$ cat src/common/eth_pkg.sv
package eth_pkg;

    typedef logic [7:0]  byte_t;
    typedef logic [47:0] mac_addr_t;
    typedef logic [31:0] ip_addr_t;
    typedef logic [15:0] udp_port_t;

    localparam logic [15:0] ETHERTYPE_IPV4 = 16'h0800;
    localparam int          ETH_HDR_BYTES  = 14;
    localparam int          IPV4_HDR_BYTES = 20;   // no options
    localparam int          UDP_HDR_BYTES  = 8;

    localparam byte_t       IPV4_VER_IHL   = 8'h45;  // v4, 5 words
    localparam byte_t       IPV4_TTL       = 8'd64;
    localparam byte_t       IPV4_PROTO_UDP = 8'd17;
    localparam mac_addr_t   BROADCAST_MAC  = 48'hffff_ffff_ffff;

    // ones-complement sum over the header words, ID/flags/TOS are zero
    function automatic logic [15:0] ipv4_hdr_csum(input logic [15:0] total_len,
                                                  input ip_addr_t    src_ip,
                                                  input ip_addr_t    dst_ip);
        logic [31:0] sum;
        sum = {16'h0000, IPV4_VER_IHL, 8'h00} + {16'h0000, total_len}
            + {16'h0000, IPV4_TTL, IPV4_PROTO_UDP}
            + {16'h0000, src_ip[31:16]} + {16'h0000, src_ip[15:0]}
            + {16'h0000, dst_ip[31:16]} + {16'h0000, dst_ip[15:0]};
        sum = {16'h0000, sum[15:0]} + {16'h0000, sum[31:16]};  // fold carries
        sum = {16'h0000, sum[15:0]} + {16'h0000, sum[31:16]};
        return ~sum[15:0];
    endfunction

endpackage

$ cat src/common/stream_pkg.sv
package stream_pkg;

    localparam eth_pkg::mac_addr_t LOCAL_MAC  = 48'h02_00_00_00_00_02;
    localparam eth_pkg::ip_addr_t  LOCAL_IP   = {8'd10, 8'd0, 8'd0, 8'd2};
    localparam eth_pkg::ip_addr_t  HOST_IP    = {8'd10, 8'd0, 8'd0, 8'd1};
    localparam eth_pkg::udp_port_t RB_TX_PORT = 16'd10001;  // host listens here
    localparam eth_pkg::udp_port_t VC_TX_PORT = 16'd40001;

    localparam int SEQ_NUM_BYTES = 4;
    typedef logic [8*SEQ_NUM_BYTES-1:0] seq_num_t;

    localparam int PAYLOAD_BYTES = 16;
    localparam int HDR_BYTES     = eth_pkg::ETH_HDR_BYTES + eth_pkg::IPV4_HDR_BYTES
                                 + eth_pkg::UDP_HDR_BYTES + SEQ_NUM_BYTES;   // 46
    localparam int FRAME_BYTES   = HDR_BYTES + PAYLOAD_BYTES;                 // 62

    localparam logic [15:0] UDP_LEN        = 16'(eth_pkg::UDP_HDR_BYTES + SEQ_NUM_BYTES
                                                 + PAYLOAD_BYTES);
    localparam logic [15:0] IPV4_TOTAL_LEN = 16'(eth_pkg::IPV4_HDR_BYTES) + UDP_LEN;

    localparam int FRAME_BUFFERS = 2;
    localparam int FIFO_DEPTH    = 2 ** $clog2(FRAME_BUFFERS * FRAME_BYTES);  // 128

    typedef logic [$clog2(FIFO_DEPTH):0]    fifo_cnt_t;
    typedef logic [$clog2(FRAME_BUFFERS):0] frame_cnt_t;
    typedef logic [31:0]                    cntr_t;
    typedef logic [$clog2(HDR_BYTES)-1:0]   hdr_idx_t;
    typedef logic [$clog2(PAYLOAD_BYTES)-1:0] pay_idx_t;

    localparam int NUM_SOURCES = 2;
    localparam int SRC_RB      = 0;
    localparam int SRC_VC      = 1;
    typedef logic [$clog2(NUM_SOURCES)-1:0] src_idx_t;

    // every covered field is fixed, so this folds to a constant
    localparam logic [15:0] IPV4_HDR_CSUM =
        eth_pkg::ipv4_hdr_csum(IPV4_TOTAL_LEN, LOCAL_IP, HOST_IP);

    typedef enum logic {ARB_IDLE, ARB_SEND} arb_state_t;
    typedef enum logic [1:0] {PK_IDLE, PK_HDR, PK_PAYLOAD} pktzr_state_t;

endpackage

$ cat src/udp_tx/udp_header_gen.sv
`timescale 1ns/10ps

module udp_header_gen #(
    parameter eth_pkg::udp_port_t P_DEST_PORT = '0
) (
    input  stream_pkg::hdr_idx_t i_index,
    input  stream_pkg::seq_num_t i_seq_num,
    output eth_pkg::byte_t       o_hdr_byte
);
    import eth_pkg::*;
    import stream_pkg::*;

    udp_port_t                 src_port;
    seq_num_t                  seq_le;
    logic [8*HDR_BYTES-1:0]    hdr;    // first byte on the wire in the top bits

    assign src_port = P_DEST_PORT + 16'd1;
    assign seq_le   = {i_seq_num[7:0], i_seq_num[15:8], i_seq_num[23:16], i_seq_num[31:24]};

    assign hdr = {
        // ethernet II
        BROADCAST_MAC,
        LOCAL_MAC,
        ETHERTYPE_IPV4,
        // ipv4
        IPV4_VER_IHL,
        8'h00,             // tos
        IPV4_TOTAL_LEN,
        16'h0000,          // id
        16'h0000,          // flags, frag offset
        IPV4_TTL,
        IPV4_PROTO_UDP,
        IPV4_HDR_CSUM,
        LOCAL_IP,
        HOST_IP,
        // udp
        src_port,
        P_DEST_PORT,
        UDP_LEN,
        16'h0000,          // udp checksum unused
        // sequence number, lsb first
        seq_le
    };

    assign o_hdr_byte = (int'(i_index) < HDR_BYTES) ?
                        hdr[(HDR_BYTES - 1 - int'(i_index)) * 8 +: 8] : '0;

endmodule

$ cat src/verilog/frame_fifo.sv
`timescale 1ns/10ps

module frame_fifo (
    input  logic           i_tx_clk125,
    input  logic           i_reset,
    input  logic           i_wr,
    input  eth_pkg::byte_t i_wr_byte,
    input  logic           i_wr_last,
    input  logic           i_rd,
    output eth_pkg::byte_t o_rd_byte,
    output logic           o_rd_last,
    output logic           o_frame_avail,
    output logic           o_room
);
    import eth_pkg::*;
    import stream_pkg::*;

    byte_t                        mem      [FIFO_DEPTH];
    logic                         last_mem [FIFO_DEPTH];
    logic [$clog2(FIFO_DEPTH)-1:0] wr_ptr;
    logic [$clog2(FIFO_DEPTH)-1:0] rd_ptr;
    fifo_cnt_t                    fill_cnt;
    frame_cnt_t                   frame_cnt;   // complete frames held

    assign o_rd_byte     = mem[rd_ptr];        // head shows without a read
    assign o_rd_last     = last_mem[rd_ptr];
    assign o_frame_avail = (frame_cnt != '0);
    assign o_room        = (fill_cnt <= fifo_cnt_t'(FIFO_DEPTH - FRAME_BYTES));

    always_ff @(posedge i_tx_clk125) begin
        if (i_wr) begin
            mem[wr_ptr]      <= i_wr_byte;
            last_mem[wr_ptr] <= i_wr_last;
        end
    end

    always_ff @(posedge i_tx_clk125) begin
        if (i_reset) begin
            wr_ptr    <= '0;
            rd_ptr    <= '0;
            fill_cnt  <= '0;
            frame_cnt <= '0;
        end else begin
            if (i_wr)
                wr_ptr <= wr_ptr + 1'b1;
            if (i_rd)
                rd_ptr <= rd_ptr + 1'b1;
            fill_cnt  <= fill_cnt + fifo_cnt_t'(i_wr) - fifo_cnt_t'(i_rd);
            frame_cnt <= frame_cnt + frame_cnt_t'(i_wr && i_wr_last)
                                   - frame_cnt_t'(i_rd && o_rd_last);
        end
    end

endmodule

$ cat src/udp_tx/udp_packetizer.sv
`timescale 1ns/10ps

module udp_packetizer #(
    parameter eth_pkg::udp_port_t P_DEST_PORT = '0
) (
    input  logic              i_tx_clk125,
    input  logic              i_reset,
    input  logic              i_start,
    output logic              o_start_ack,
    output logic              o_done,
    input  logic              i_data_byte_vld,
    input  eth_pkg::byte_t    i_data_byte,
    output logic              o_data_byte_rd,
    output stream_pkg::cntr_t o_overflow_cntr,
    output logic              o_frame_avail,
    output eth_pkg::byte_t    o_frame_byte,
    output logic              o_frame_last,
    input  logic              i_frame_rd
);
    import eth_pkg::*;
    import stream_pkg::*;

    pktzr_state_t state;
    hdr_idx_t     hdr_idx;
    pay_idx_t     pay_idx;
    seq_num_t     seq_num;     // next number to hand out
    seq_num_t     frame_seq;   // number of the frame being built
    byte_t        hdr_byte;
    byte_t        fifo_wr_byte;
    logic         fifo_wr;
    logic         take_last;
    logic         room;

    udp_header_gen #(.P_DEST_PORT(P_DEST_PORT)) udp_header_gen_i (
        .i_index    (hdr_idx),
        .i_seq_num  (frame_seq),
        .o_hdr_byte (hdr_byte)
    );

    assign o_data_byte_rd = (state == PK_PAYLOAD) && i_data_byte_vld;
    assign take_last      = o_data_byte_rd && (pay_idx == pay_idx_t'(PAYLOAD_BYTES - 1));
    assign fifo_wr        = (state == PK_HDR) || o_data_byte_rd;
    assign fifo_wr_byte   = (state == PK_HDR) ? hdr_byte : i_data_byte;

    always_ff @(posedge i_tx_clk125) begin
        if (i_reset) begin
            state           <= PK_IDLE;
            hdr_idx         <= '0;
            pay_idx         <= '0;
            seq_num         <= '0;
            o_start_ack     <= 1'b0;
            o_done          <= 1'b0;
            o_overflow_cntr <= '0;
        end else begin
            o_start_ack <= 1'b0;
            o_done      <= take_last;
            case (state)
                PK_IDLE: begin
                    hdr_idx <= '0;
                    pay_idx <= '0;
                    if (i_start && room) begin
                        o_start_ack <= 1'b1;
                        seq_num     <= seq_num + 1'b1;
                        state       <= PK_HDR;
                    end else if (i_start) begin
                        o_overflow_cntr <= o_overflow_cntr + 1'b1;  // refused, no room
                    end
                end
                PK_HDR: begin
                    hdr_idx <= hdr_idx + 1'b1;
                    if (hdr_idx == hdr_idx_t'(HDR_BYTES - 1))
                        state <= PK_PAYLOAD;
                end
                PK_PAYLOAD: begin
                    if (o_data_byte_rd)
                        pay_idx <= pay_idx + 1'b1;
                    if (take_last)
                        state <= PK_IDLE;
                end
                default: state <= PK_IDLE;
            endcase
        end
    end

    // follows seq_num while idle, frozen from the ack on
    always_ff @(posedge i_tx_clk125) begin
        if (state == PK_IDLE)
            frame_seq <= seq_num;
    end

    frame_fifo frame_fifo_i (
        .i_tx_clk125   (i_tx_clk125),
        .i_reset       (i_reset),
        .i_wr          (fifo_wr),
        .i_wr_byte     (fifo_wr_byte),
        .i_wr_last     (take_last),
        .i_rd          (i_frame_rd),
        .o_rd_byte     (o_frame_byte),
        .o_rd_last     (o_frame_last),
        .o_frame_avail (o_frame_avail),
        .o_room        (room)
    );

endmodule

$ cat config.mk
export PLATFORM = sky130hd
export DESIGN_NAME = udp_packetizer
export DESIGN_NICKNAME = d
export VERILOG_FILES = /design/src/common/eth_pkg.sv /design/src/common/stream_pkg.sv /design/src/udp_tx/udp_header_gen.sv /design/src/verilog/frame_fifo.sv /design/src/udp_tx/udp_packetizer.sv
export SDC_FILE = /design/constraint.sdc
export NUM_CORES = 1
export LEC_CHECK = 0
export BUFFER_PORTS_ARGS = -buffer_cell sky130_fd_sc_hd__clkbuf_2
export CAP_MARGIN = 15
export CORE_UTILIZATION = 40
export DETAILED_ROUTE_END_ITERATION = 10
export GPL_TIMING_DRIVEN = 0
export PLACE_DENSITY = 0.53
export SLEW_MARGIN = 5
export SYNTH_ARGS = -nofsm -noshare
export SYNTH_HDL_FRONTEND = slang
export SYNTH_SLANG_ARGS = --single-unit
$ cat constraint.sdc
create_clock -name i_tx_clk125 -period 19.4 [get_ports i_tx_clk125]
set_clock_uncertainty 0.1 [all_clocks]
set_input_delay 3.88 -clock i_tx_clk125 [delete_from_list [all_inputs] [get_ports i_tx_clk125]]
set_output_delay 3.88 -clock i_tx_clk125 [all_outputs]
set_load 0.05 [all_outputs]
==> flow_summary.json <==
{
  "ys_types": 65,
  "crit_slowest_cell": "a221oi_1",
  "cpMostUsedCell": "buf_6",
  "syn_nets": 2738,
  "seq_area_sq_um": 37700,
  "ys.flop_type": "edfxtp_1",
  "drtPass1Iterations": 6,
  "cts-root-buf": "clkbuf_16",
  "area_growth_pct": 15.3,
  "path_max_fanout": 10,
  "insertion_delay_ns": 0.77,
  "antenna_found_initial": 1,
  "synth_largest_area_cell": "edfxtp_1",
  "min_period_ns": 9.28,
  "grt_pass1_wl_mm": 202,
  "max_slew_margin_pct": 13.6,
  "synth_edf_count": 1184,
  "grt_usage_pct": 21.9,
  "crit_type": "reg -> out",
  "core_area_sq_um": 126000,
  "cts_tree": "done",
  "gp_congestion": 0.929,
  "ys.warnings.count": 0,
  "grt.overflow.total": 0,
  "fin_hold_ws_ns": 0.353,
  "antenna_left": 0,
  "synth-seq-cells": 1293,
  "p_leak_nw": 18.1,
  "drc": 0,
  "synthArstFlopShare_pct": 0,
  "setup_viol": 0,
  "slew_viol_final": 0,
  "max_stage_delay_ns": 0.93,
  "worst_slack_ns": 10.12,
  "status": "complete, no violations",
  "first_iter_violations": 3142,
  "htreeDepth": 4,
  "synthTopCellsByArea": "edfxtp_1 (70%), mux4_2 (12%), dfxtp_1 (4.3%), nor2_1 (1.7%), mux2i_1 (1.4%)",
  "peakVddDrop_mv": 0.113,
  "hold_class": "reg -> reg",
  "die_y_um": 360,
  "wl_per_cell_um": 30.1,
  "rrSetupSlack_ns": 14.31,
  "crit_path_cell_trace": "buf_6 -> buf_6 -> buf_6 -> buf_2 -> buf_4 -> mux4_2 -> a221oi_1 -> nor4_1 -> o2111ai_1 -> o21ai_0 -> clkbuf_2",
  "cp.arrival_ns": 5.30,
  "syn_inst": 2701,
  "viasPerCell": 5.84,
  "cts-resized-gates": 0,
  "tightest_slew_ns": 1.30,
  "initial_core_util_pct": 40.5,
  "cts_hold_buf": 0,
  "die_x_um": 360,
  "multi_input_area_sq_um": 12700,
  "final_layout_size_suffix_gt1_share_pct": 22.2,
  "dp_hpwl_mm": 97.9,
  "pin_count": 58,
  "dr_total_vias": 27400,
  "port-buffer-count": 57,
  "grt_pass1_vias": 27500,
  "required_ns": 15.42,
  "grt_max_degree": 89,
  "fillers": 10600,
  "wl_mm": 141,
  "drv_cap": 0,
  "period_share_pct": 47.8,
  "hold_viol": 0,
  "cts_buffer_depth": 3,
  "rsz0062_at_grt": "false",
  "ys_seq_area_share_pct": 73.8,
  "pre_cts_slack_ns": 10.64,
  "fin_setup_tns_ns": 0,
  "startpoint_type": "register",
  "worst_setup_path_end_kind": "output pin",
  "fp-row-count": 130,
  "fin_nets": 2974,
  "cts.clk_slew.worst_paths_ns": 0.06,
  "clock-sinks": 1293,
  "cts_setup_buffers": 0,
  "dieArea_sq_um": 129000,
  "syn_avg_cell_area_sq_um": 18.9,
  "fmax_mhz": 108,
  "syn_area_sq_um": 51100,
  "p_per_area_nw_per_um2": 115,
  "cts_buffers": 138,
  "yosysTopAreaCellShare_pct": 69.5
}
-- sequential cells by signal, summed over array words and instances, names as in the netlist, 2 cells and up, named ones only --
register / cells
frame_seq: 32
pay_idx: 4
hdr_idx: 6
frame_fifo_i.mem: 1024
frame_fifo_i.rd_ptr: 7
seq_num: 32
frame_fifo_i.fill_cnt: 8
o_overflow_cntr: 32
frame_fifo_i.frame_cnt: 2
frame_fifo_i.wr_ptr: 7
frame_fifo_i.last_mem: 128
state: 2
-- where the power goes --
group / internal, mW / switching, mW
registers: 3.27 / 0.0220
clock network: 1.58 / 1.09
logic: 0.270 / 0.554
total: 5.12 / 1.67
-- worst max-delay path, delay by kind of cell, from the launching register on --
family | cells | cell delay (ns)
AND/OR/NAND/NOR | 1 | 0.16
flip-flops | 1 | 0.33
multiplexers | 1 | 0.35
buffers and inverters | 6 | 1.97
AO/OA/AOI/OAI | 3 | 1.69
-- metrics by stage --
stage          area, sq um  total power, mW  cells  util, %
2_1_floorplan        51100             3.83   2701        -
4_1_cts              58900             6.83   4695     46.7
3_3_place_gp         53500             4.20   4408     42.4
5_1_grt              59000             6.98   4698     46.7
6_report             59000             6.79   4699     46.7
3_5_place_dp         54400             4.18   4444     43.1
-- cells in the mapped netlist (all sizes together) (35+ instances only) --
cell type / count
a221oi: 66
mux4: 298
o21ai: 46
nor2: 229
inv: 35
a21oi: 57
xor2: 40
clkbuf: 74
nand3: 37
mux2i: 70
edfxtp: 1184
nand2: 92
buf: 70
dfxtp: 109
-- layout by cell type, fill, tap and decap left out, drive strengths merged, types with 4 or more instances in the layout --
| cell | n |
|---|---|
| nand4 | 32 |
| nor2b | 22 |
| or4 | 6 |
| nor3b | 4 |
| nor3 | 26 |
| ha | 23 |
| inv | 41 |
| clkbuf | 297 |
| or3 | 22 |
| nand2b | 7 |
| nand2 | 92 |
| buf | 108 |
| a221oi | 66 |
| xnor2 | 20 |
| mux4 | 298 |
| nand3 | 37 |
| dfxtp | 109 |
| a21o | 4 |
| nand3b | 4 |
| clkinv | 63 |
| mux2i | 70 |
| bufinv | 16 |
| and4 | 4 |
| and3 | 8 |
| mux2 | 12 |
| o2111ai | 9 |
| nor2 | 229 |
| nor4 | 24 |
| a22oi | 18 |
| and2 | 8 |
| xor2 | 40 |
| edfxtp | 1184 |
| a21oi | 57 |
| a31oi | 5 |
| o21ai | 46 |
-- final timing paths --
check,cells after the start,start,end
worst max-delay path,11,register,o_frame_byte[2]
worst min-delay path,0,seq_num[31],frame_seq[31]
worst max register to register,12,register,frame_fifo_i.frame_cnt[1]
worst min register to register,0,seq_num[31],frame_seq[31]
-- layout make-up --
| class | count | area share (%) |
|---|---|---|
| multi-input cells | 1229 | 21.5 |
| clock buffers | 165 | 6.30 |
| inverters | 35 | 0.227 |
| diodes | 1 | 0.00424 |
| clock inverters | 86 | 1.46 |
| repair buffers | 96 | 1.85 |
| flip-flops and latches | 1293 | 64.0 |
| well taps | 1650 | 3.50 |
| plain buffers | 144 | 1.20 |
-- metal layers --
layer,share of wire (%),track usage [%],vias to the layer above
li1,-,-,11500
met1,42,30.5,14600
met2,48,34.7,1095
met3,7.1,4.30,213
met4,3.1,7.43,0
met5,0,0,-
-- cells by family (layout without fill, tap and decap cells) --
| kind of cell | Yosys count | count (layout) | share of synthesized area, % |
|---|---|---|---|
| xor+xnor | 60 | 60 | 1.03 |
| fa+ha+maj | 24 | 24 | 0.602 |
| mux | 380 | 380 | 14.9 |
| flops | 1293 | 1293 | 73.8 |
| other cells | 0 | 1 | 0 |
| simple gates | 530 | 530 | 4.85 |
| buf+inv | 179 | 526 | 1.64 |
| compound gates | 235 | 235 | 3.20 |
No activity file was read; power rests on OpenSTA's default activity.
